**src/design/fetchPkg.sv**
```systemverilog
// ====================================================================
// Fetch buffer package
// Widths, opcodes and the shared types of the instruction fetch buffer:
// the decoded instruction word, buffer slots, fetch groups and the
// redirect decision of one predecoder
// ====================================================================

package fetchPkg;

	localparam int AddrWidth = 32;                // instruction address width
	localparam int InsnBytes = 4;                 // fixed instruction length

	typedef logic [AddrWidth-1:0] address_t;

	// ================================================================
	// opcodes seen by the predecoders
	// ================================================================
	localparam logic [5:0] OpBranch0 = 6'h10;    // conditional branch
	localparam logic [5:0] OpBranch1 = 6'h11;    // conditional branch, second form
	localparam logic [5:0] OpJal     = 6'h01;    // jump-and-link
	localparam logic [5:0] OpBrkGrp  = 6'h02;    // break group
	localparam logic [5:0] ExBrk     = 6'h00;    // break sub-opcode

	// one word, three views of the same 32 bits
	typedef union packed {
		struct packed {
			logic [5:0]  opcode;
			logic [9:0]  regs;                    // source registers
			logic [15:0] disp;                    // in words, signed
		} br;
		struct packed {
			logic [5:0]  opcode;
			logic [25:0] target;                  // in words
		} jal;
		struct packed {
			logic [5:0]  opcode;
			logic [19:0] unused;
			logic [5:0]  exop;
		} brk;
	} insn_t;

	typedef struct packed {
		logic     valid;
		address_t adr;
		insn_t    ins;
		logic     predictTaken;
	} fetchSlot_t;                                // 66 bits

	typedef struct packed {
		logic       load;                         // group accepted this cycle
		fetchSlot_t slot0;
		fetchSlot_t slot1;
	} fetchGroup_t;                               // 133 bits

	typedef struct packed {
		logic     take;
		address_t target;
	} redirect_t;                                 // 33 bits

endpackage

```
**src/design/branchTarget.sv**
```systemverilog
// ====================================================================
// Branch target predecoder
// Looks at one fetched word and decides whether it redirects fetch,
// and to which address
// ====================================================================
`timescale 1ns/1ps

module branchTarget #(
	parameter fetchPkg::address_t BrkVector = 32'h0000_0100
) (
	input  fetchPkg::insn_t     word,
	input  fetchPkg::address_t  adr,
	input  logic                predictTaken,
	output fetchPkg::redirect_t redirect
);

	fetchPkg::address_t brOffset;
	fetchPkg::address_t fallThrough;

	// word displacement scaled to bytes and sign-extended
	assign brOffset = {{(fetchPkg::AddrWidth-18){word.br.disp[15]}}, word.br.disp, 2'b00};
	assign fallThrough = adr + fetchPkg::AddrWidth'(fetchPkg::InsnBytes);

	always_comb
	begin
		redirect.take = 1'b0;
		redirect.target = fallThrough + brOffset;        // branch form by default
		case (word.br.opcode)
			fetchPkg::OpBranch0,
			fetchPkg::OpBranch1:
				redirect.take = predictTaken;               // only when predicted taken
			fetchPkg::OpJal:
			begin
				redirect.take = 1'b1;
				redirect.target = {adr[fetchPkg::AddrWidth-1 -: 4], word.jal.target, 2'b00};
			end
			fetchPkg::OpBrkGrp:
			begin
				if (word.brk.exop == fetchPkg::ExBrk)
				begin
					redirect.take = 1'b1;
					redirect.target = BrkVector;
				end
			end
			default:
				redirect.take = 1'b0;
		endcase
	end

endmodule

```
**src/design/fetchControl.sv**
```systemverilog
// ====================================================================
// Fetch controller
// Owns the fetch address, builds the two-slot group from the cache
// answer and picks the next fetch address from both predecodes
// ====================================================================
`timescale 1ns/1ps

module fetchControl #(
	parameter fetchPkg::address_t ResetPc = 32'h0000_0200
) (
	input  logic                  clk,
	input  logic                  rst,
	input  logic                  fetchHit,
	input  fetchPkg::insn_t       insn0,
	input  fetchPkg::insn_t       insn1,
	input  logic                  predictTaken0,
	input  logic                  predictTaken1,
	input  logic                  branchMiss,
	input  fetchPkg::address_t    missPc,
	input  logic                  fetchReady,
	input  fetchPkg::redirect_t   redirect0,
	input  fetchPkg::redirect_t   redirect1,
	output fetchPkg::address_t    fetchPc,
	output fetchPkg::address_t    slotAdr1,
	output fetchPkg::fetchGroup_t group
);

	localparam int AlignBits = $clog2(fetchPkg::InsnBytes);

	logic               accept;
	fetchPkg::address_t nextPc;

	assign accept = fetchHit & fetchReady & ~branchMiss;   // miss wins over a hit
	assign slotAdr1 = fetchPc + fetchPkg::AddrWidth'(fetchPkg::InsnBytes);

	// ================================================================
	// group build
	// ================================================================
	always_comb
	begin
		group.load = accept;
		group.slot0.valid = 1'b1;
		group.slot0.adr = fetchPc;
		group.slot0.ins = insn0;
		group.slot0.predictTaken = predictTaken0;
		group.slot1.valid = ~redirect0.take;             // dead behind a taken slot 0
		group.slot1.adr = slotAdr1;
		group.slot1.ins = insn1;
		group.slot1.predictTaken = predictTaken1;
	end

	// next fetch address, slot 0 has priority
	always_comb
	begin
		if (redirect0.take)
			nextPc = redirect0.target;
		else if (redirect1.take)
			nextPc = redirect1.target;
		else
			nextPc = fetchPc + fetchPkg::AddrWidth'(2 * fetchPkg::InsnBytes);
	end

	always_ff @(posedge clk)
	begin
		if (rst)
			fetchPc <= ResetPc;
		else if (branchMiss)
			fetchPc <= missPc;
		else if (accept)
			fetchPc <= nextPc;                              // holds under back-pressure
	end

	// targets, miss addresses and the reset vector must all keep word alignment
	pcAligned: assert property (@(posedge clk) disable iff (rst)
		fetchPc[AlignBits-1:0] == '0);

endmodule

```
**src/design/fetchPairs.sv**
```systemverilog
// ====================================================================
// Fetch slot pairs
// Four buffer slots kept as two ping-ponged pairs (AB and CD). One pair
// is offered to the instruction queue while the other one fills
// ====================================================================
`timescale 1ns/1ps

module fetchPairs (
	input  logic                  clk,
	input  logic                  rst,
	input  logic                  branchMiss,
	input  fetchPkg::fetchGroup_t group,
	input  logic                  queued1,
	input  logic                  queued2,
	output logic                  fetchReady,
	output fetchPkg::fetchSlot_t  issue0,
	output fetchPkg::fetchSlot_t  issue1
);

	fetchPkg::fetchSlot_t slots [2][2];           // [pair][position], position 0 is oldest
	logic                 activeSel;              // 0 = AB, 1 = CD
	logic                 inactSel;
	logic                 activeEmpty;
	logic                 inactEmpty;
	logic                 loadActive;
	logic                 loadInact;
	logic                 activeDrains;
	logic                 flip;

	assign inactSel = ~activeSel;

	// position 0 is always the valid one when a pair is partly full
	assign activeEmpty = ~slots[activeSel][0].valid;
	assign inactEmpty = ~slots[inactSel][0].valid;
	assign fetchReady = inactEmpty;

	// ================================================================
	// fill and pair select
	// ================================================================
	// fill the active pair directly only when nothing older is buffered
	assign loadActive = group.load & inactEmpty & activeEmpty;
	assign loadInact = group.load & inactEmpty & ~activeEmpty;

	assign activeDrains = queued2 | (queued1 & ~slots[activeSel][1].valid);

	// move over once the active pair runs dry and the other has work
	assign flip = (activeEmpty | activeDrains) & (~inactEmpty | loadInact);

	assign issue0 = slots[activeSel][0];
	assign issue1 = slots[activeSel][1];

	always_ff @(posedge clk)
	begin
		if (rst || branchMiss)
		begin
			for (int p = 0; p < 2; p++)
			begin
				for (int q = 0; q < 2; q++)
					slots[p][q].valid <= 1'b0;
			end
			activeSel <= 1'b0;                      // restart on AB
		end
		else
		begin
			// dequeue, oldest first
			if (queued2)
			begin
				slots[activeSel][0].valid <= 1'b0;
				slots[activeSel][1].valid <= 1'b0;
			end
			else if (queued1)
			begin
				slots[activeSel][0] <= slots[activeSel][1];   // shift the survivor forward
				slots[activeSel][1].valid <= 1'b0;
			end

			if (loadActive)
			begin
				slots[activeSel][0] <= group.slot0;
				slots[activeSel][1] <= group.slot1;
			end

			if (loadInact)
			begin
				slots[inactSel][0] <= group.slot0;
				slots[inactSel][1] <= group.slot1;
			end

			if (flip)
				activeSel <= inactSel;
		end
	end

	// ================================================================
	// queue handshake and slot ordering
	// ================================================================
	queued2NeedsQueued1: assert property (@(posedge clk) disable iff (rst)
		queued2 |-> queued1);

	queued1NeedsValid: assert property (@(posedge clk) disable iff (rst)
		queued1 |-> issue0.valid);

	// loads, shifts and flushes together must keep both pairs packed
	pairsPacked: assert property (@(posedge clk) disable iff (rst)
		!(slots[0][1].valid && !slots[0][0].valid) &&
		!(slots[1][1].valid && !slots[1][0].valid));

endmodule

```
**src/design/fetchBuffer.sv**
```systemverilog
// ====================================================================
// Instruction fetch buffer
// Top level: fetch controller, two predecoders and the slot pairs
// ====================================================================
`timescale 1ns/1ps

module fetchBuffer #(
	parameter fetchPkg::address_t ResetPc   = 32'h0000_0200,
	parameter fetchPkg::address_t BrkVector = 32'h0000_0100
) (
	input  logic                 clk,
	input  logic                 rst,
	input  logic                 fetchHit,
	input  fetchPkg::insn_t      insn0,
	input  fetchPkg::insn_t      insn1,
	input  logic                 predictTaken0,
	input  logic                 predictTaken1,
	input  logic                 branchMiss,
	input  fetchPkg::address_t   missPc,
	input  logic                 queued1,
	input  logic                 queued2,
	output fetchPkg::address_t   fetchPc,
	output logic                 fetchReady,
	output fetchPkg::fetchSlot_t issue0,
	output fetchPkg::fetchSlot_t issue1
);

	fetchPkg::address_t    slotAdr1;
	fetchPkg::redirect_t   redirect0;
	fetchPkg::redirect_t   redirect1;
	fetchPkg::fetchGroup_t group;

	fetchControl #(.ResetPc(ResetPc)) u_fetchControl (
		.clk(clk), .rst(rst), .fetchHit(fetchHit),
		.insn0(insn0), .insn1(insn1),
		.predictTaken0(predictTaken0), .predictTaken1(predictTaken1),
		.branchMiss(branchMiss), .missPc(missPc), .fetchReady(fetchReady),
		.redirect0(redirect0), .redirect1(redirect1),
		.fetchPc(fetchPc), .slotAdr1(slotAdr1), .group(group)
	);

	// predecode both words of the group side by side
	branchTarget #(.BrkVector(BrkVector)) u_target0 (
		.word(insn0), .adr(fetchPc), .predictTaken(predictTaken0), .redirect(redirect0)
	);

	branchTarget #(.BrkVector(BrkVector)) u_target1 (
		.word(insn1), .adr(slotAdr1), .predictTaken(predictTaken1), .redirect(redirect1)
	);

	fetchPairs u_fetchPairs (
		.clk(clk), .rst(rst), .branchMiss(branchMiss), .group(group),
		.queued1(queued1), .queued2(queued2), .fetchReady(fetchReady),
		.issue0(issue0), .issue1(issue1)
	);

endmodule

```
**config.mk**
```make
export PLATFORM = sky130hd
export DESIGN_NAME = fetchBuffer
export DESIGN_NICKNAME = d
export VERILOG_FILES = /design/src/design/fetchPkg.sv /design/src/design/branchTarget.sv /design/src/design/fetchControl.sv /design/src/design/fetchPairs.sv /design/src/design/fetchBuffer.sv
export SDC_FILE = /design/constraint.sdc
export NUM_CORES = 1
export LEC_CHECK = 0
export BUFFER_PORTS_ARGS = -buffer_cell sky130_fd_sc_hd__buf_2
export CORE_MARGIN = 2
export CORE_UTILIZATION = 59
export DETAILED_ROUTE_END_ITERATION = 10
export PLACE_DENSITY = 0.91
export SYNTH_ARGS = -nofsm -noshare
export SYNTH_HDL_FRONTEND = slang
export SYNTH_SLANG_ARGS = --single-unit
```
**constraint.sdc**
```tcl
create_clock -name clk -period 9.7 [get_ports clk]
set_input_delay 0.485 -clock clk [delete_from_list [all_inputs] [get_ports clk]]
set_output_delay 0.485 -clock clk [all_outputs]
set_load 0.03 [all_outputs]
```
=== Word-level counts from Yosys, hierarchy flattened ===
Memory sizes are Yosys's and may differ from the RTL's. A register that Yosys moved wholly into a read port is not among the register bits.
Index checks and enable logic that the tools add are counted.

* Flip-flop bits (word level): 33
* Input bits: 104
* Bits in writable memories: 264
* Memories: 1
* Output and inout bits: 165

* Eq/ne operators: 9
* Reductions and logical operators: 9
* $add $sub $neg: 5
* Bitwise operators: 21
* Multiplexer cells: 38

{| class="wikitable"
|+ Memories
! name !! depth !! width !! read ports !! clocked after Yosys merged registers in !! wr ports !! line !! RTL
|-
| u_fetchPairs.slots || 2 || 132 || 2 || 1 || 2 || fetchPairs.sv:20 || <nowiki>fetchPkg::fetchSlot_t slots [2][2];</nowiki>
|}

{| class="wikitable"
|+ Operators by type and width
! kind !! number
|-
| $mux 132 || 2
|-
| $reduce_or 132->1 || 2
|-
| $mux 32 || 4
|-
| $pmux 32 s2 || 2
|-
| $mux 33 || 2
|-
| $mux 65 || 1
|-
| $add 32x3->32 const B || 2
|-
| $add 32x32->32 || 2
|-
| $add 32x4->32 const B || 1
|-
| $eq 6x5->1 const B || 4
|-
| $mux 1 || 23
|-
| $eq 6x1->1 const B || 2
|-
| $eq 6x2->1 const B || 2
|-
| $logic_not 6->1 || 2
|-
| $or 1x1->1 || 8
|-
| $and 1x1->1 || 7
|-
| $not 1->1 || 6
|-
| $pmux 1 s3 || 2
|-
| $mux 4 || 1
|-
| $reduce_or 2->1 || 2
|-
| $ne 3x3->1 const B || 1
|-
| $mux 2 || 1
|-
| $reduce_and 2->1 || 1
|-
| $reduce_bool 2->1 || 1
|-
| $logic_or 1x1->1 || 1
|}

=== Longest topological paths before layout ===
An unclocked memory read counts as a cell.

* Depth in word-level cells: 13
* Gate-level depth with buffers: 21

=== Hierarchy ===
From an unflattened synthesis, not the netlist that was laid out.

* Cell total of the unflattened synthesis: 2067
* Area, all modules: 21861.0 µm²

{| class="wikitable"
|+ By module, submodules not included
! module !! times used !! area each (µm²) !! seq. area each (µm²) !! cells an instance
|-
| fetchPairs || 1 || 12777.3 || 7967.6 || 824
|-
| branchTarget || 2 || 2296.0 || 0.0 || 315
|-
| fetchControl || 1 || 4491.8 || 640.6 || 613
|}

=== Worst setup path before layout ===
No wires, ideal clock.

* Path kind: register to register
* From: register u_fetchPairs.activeSel
* To: memory u_fetchPairs.slots[1][131] (netlist bit)
* Data required time: 9.618 ns
* Path slack: 2.186 ns
* Buffers on the path: 1
* Cell stages (with the launch flop): 10
* Arrival time: 7.432 ns
* Library setup time: 0.082 ns
* Clock period less this slack: 7.514 ns
* Cells stage by stage: dfxtp_1 -> clkbuf_1 -> mux2i_1 -> nand2_1 -> nor2_1 -> a21oi_1 -> nand2b_1 -> a21boi_0 -> o21ai_0 -> nand2_1

{| class="wikitable"
|+ RTL lines
! element !! line !! RTL
|-
| from (decl) || fetchPairs.sv:21 || <nowiki>logic activeSel;</nowiki>
|-
| from (signal assigned) || fetchPairs.sv:90 || <nowiki>activeSel <= inactSel;</nowiki>
|-
| to (decl) || fetchPairs.sv:20 ||
|}

=== Worst setup path after layout ===
* From: register u_fetchControl.fetchPc[4]
* To: register u_fetchControl.fetchPc[31]

* Cells in the longest elaborated chain, start to end: 9
* Elaborated cells on any way between the ends: 13
* Those cells by class: add/sub: 5; mux: 8

{| class="wikitable"
|+ Ends and longest elaborated chain
! element !! line !! RTL
|-
| from (decl) || fetchControl.sv:23 || <nowiki>output fetchPkg::address_t fetchPc,</nowiki>
|-
| from (signal assigned) || fetchControl.sv:66 || <nowiki>fetchPc <= ResetPc;</nowiki>
|-
| from (signal assigned) || fetchControl.sv:68 || <nowiki>fetchPc <= missPc;</nowiki>
|-
| from (signal assigned) || fetchControl.sv:70 || <nowiki>fetchPc <= nextPc;</nowiki>
|-
| $add 32x3->32 || branchTarget.sv:22, fetchControl.sv:34 ||
|-
| $add 32x3->32 || branchTarget.sv:22 || <nowiki>assign fallThrough = adr + fetchPkg::AddrWidth'(fetchPkg::InsnBytes);</nowiki>
|-
| $add 32x32->32 || branchTarget.sv:27 || <nowiki>redirect.target = fallThrough + brOffset;</nowiki>
|-
| $mux 33 || branchTarget.sv:39 || <nowiki>if (word.brk.exop == fetchPkg::ExBrk)</nowiki>
|-
| $pmux 32 s2 || branchTarget.sv:28 || <nowiki>case (word.br.opcode)</nowiki>
|-
| $mux 32 || fetchControl.sv:57 || <nowiki>else if (redirect1.take)</nowiki>
|-
| $mux 32 * || fetchControl.sv:55 || <nowiki>if (redirect0.take)</nowiki>
|-
| $mux 32 * || fetchControl.sv:69 || <nowiki>else if (accept)</nowiki>
|-
| $mux 32 * || fetchControl.sv:67 || <nowiki>else if (branchMiss)</nowiki>
|}

Every way passes the cells marked *; elsewhere a longest branch is shown, timed or not. The select of a mux whose other input is x is not followed.
A chain may end at the register's enable or synchronous reset.

==> results_dict.tcl <==
set metrics [dict create \
    fin_crit_sh_pct 63.0 \
    power_mw 3.31 \
    cp.arrival_ps 6580 \
    ys_types 72 \
    drv_cap 0 \
    ctsResizeCount 0 \
    grt_pass1_vias 16500 \
    synth_top_area_cell "edfxtp_1" \
    routedWlPerCell_um 24.4 \
    hold_class "primary input to flop" \
    coreArea_um2 31700 \
    cts_setup_buffers 0 \
    place_inst 2538 \
    final.setup.tns_ps 0 \
    cellLeakagePower_nw 8.55 \
    ios 269 \
    die_area_um2 33900 \
    synthTopCellsByArea "edfxtp_1, mux2_2, ha_1, o21ai_0, nand2_1" \
    numPortBuffers 268 \
    slew_headroom_pct 15.6 \
    async_reset_ff_share_pct 0 \
    power.density_nw_per_um2 152 \
    die_width_um 184 \
    drc 0 \
    cts_hold_buf 0 \
    avgViaCountPerCell 6.57 \
    drtAntennaViolNets 0 \
    cp_max_fo 8 \
    clockRootBuffer "clkbuf_16" \
    gp_congestion 1.04 \
    holdWs_ps 179 \
    finalInstanceArea_um2 21700 \
    synth_top_area_share_pct 41.1 \
    clock_latency_ps 580 \
    h-tree-depth 1 \
    first_iter_violations 2186 \
    synth-edff-count 262 \
    synth-seq-cells 298 \
    min_period_ps 6110 \
    endpoint_kind "flop" \
    critPathMostFrequentCell "ha_1" \
    finalHoldViolCount 0 \
    grt_max_degree 73 \
    crit_required_ps 10170 \
    place_area_um2 20700 \
    overflow 0 \
    mostFrequentLayoutCells "buf_2, edfxtp_1, nand2_1, o21ai_0, nor2_1" \
    worst_pin_slew_ps 1260 \
    mostFrequentLayoutCell "buf_2" \
    syn_area_per_cell_um2 9.71 \
    area_growth_pct 13.7 \
    finalCoreUtilization_pct 68.5 \
    place_hpwl_mm 45.1 \
    fin_nets 2363 \
    layout_setup_ws_ps 3590 \
    slew_violations 0 \
    grt_usage_pct 36.7 \
    place_ws_ps 3850 \
    final_cells 2600 \
    cts_sinks 298 \
    wl_mm 63.5 \
    slowest_stage "or3_1" \
    numCtsBuffers 31 \
    critPathKind "flop to flop" \
    worstSetupStartpointType "flop" \
    clk_pin_slew_ps 70 \
    ys_warn_count 0 \
    synthCells 1970 \
    dr.pass1.iters 6 \
    max_stage_delay_ps 520 \
    die-height_um 184 \
    syn_nets 2164 \
    peakVddDrop_mv 0.135 \
    rows 65 \
    initial_core_util_pct 60.3 \
    drive_gt1_share_pct 22.8 \
    max_freq_ghz 0.164 \
    via_count 17100 \
    synth_area_um2 19100 \
    fin_skew_ps 24.0 \
    synth_seq_area_share_pct 44.9 \
    cp_cell_sequence "ha_1 > nand3_2 > or3_1 > nor2_1 > and3_1 > nand2_1 > xor2_1 > inv_1 > ha_1 > ha_1 > o21a_1 > o21ai_0 > o21bai_1 > o21ai_0 > a31oi_1 > o311a_1 > or4_1 > a31o_1 > a32o_1" \
    clockBufferDepth 3 \
    rsz0062_at_grt "no" \
    outcome "complete, no violations" \
    finalSetupViolations 0 \
    antenna_found_initial 6 \
    yosys_most_used_dff "edfxtp_1" \
    grt_pass1_wl_mm 95.4 \
    cts_tree "yes" \
]
## critical path: cells and delay by family (launching register included)
family          cells  cell delay, ps
buf+inv             1             120
compound gates      8            2100
flops               1             480
xor+xnor            1             340
simple gates        6            1980
fa+ha+maj           3             960
## state kept, by name, summed over array words and instances, names as in the netlist, named ones only
register and count:
u_fetchControl.fetchPc 32, u_fetchPairs.activeSel 1, u_fetchPairs.slots 264
## per-layer routing
| metal | up-vias | routed length (um) | GRT usage (%) |
|---|---|---|---|
| met5 | - | 0 | 0 |
| met4 | 0 | 3420 | 18.3 |
| met3 | 253 | 6980 | 6.83 |
| met2 | 1229 | 29400 | 59.2 |
| met1 | 8072 | 23700 | 47.5 |
| li1 | 7533 | - | - |
## synth_stat cells, types with 10 or more instances
cell and instances:
o21bai_1 11, and3_1 16, nand3_1 28, clkbuf_1 108
xor2_1 41, a21oi_1 105, inv_1 57, mux2_2 132
nor2b_1 44, nor3_1 27, o21ai_0 183, edfxtp_1 262
a21o_1 23, and2_1 47, a221oi_1 16, xnor2_1 54
dfxtp_1 36, ha_1 88, nand4_1 12, a22oi_1 10
nand2b_1 76, buf_2 12, a211oi_1 29, o21a_1 18
nor2_1 177, nand2_1 211, o211ai_1 18
## report_power, final
part	switching (mW)	internal [mW]
registers	0.0433	1.43
clock network	0.515	0.655
logic	0.434	0.233
total	0.992	2.31
## cell families after synthesis
group                      count (synthesis)  share of synthesized area [%]
xor gates and xnor gates                  96                           4.44
muxes                                    139                           8.14
adders and majority gates                 90                           5.97
DFF                                      298                           44.9
AOI/OAI and AO/OA                        482                           15.5
buffers and inverters                    190                           3.97
and+or+nand+nor                          675                           17.0
## worst paths after layout
path / start / end / slack (ps) / cells past startpoint
hold / removal: missPc[0] / u_fetchControl.fetchPc[0] / 180 / 3
hold reg to reg: u_fetchPairs.slots[1][131] / u_fetchPairs.slots[1][131] / 490 / 2
setup / recovery: u_fetchControl.fetchPc[4] / u_fetchControl.fetchPc[31] / 3590 / 19
setup reg to reg: u_fetchControl.fetchPc[4] / u_fetchControl.fetchPc[31] / 3590 / 19
## cell type report
type,count,area [um2]
fillers,2329,9980
multi-input cells,1482,9860
flip-flops and latches,298,8590
repair buffers,299,1570
clock buffers,38,822
well taps,402,503
inverters,57,214
clock inverters,19,156
diodes,5,12.5
(Power assumes the default switching activity.)
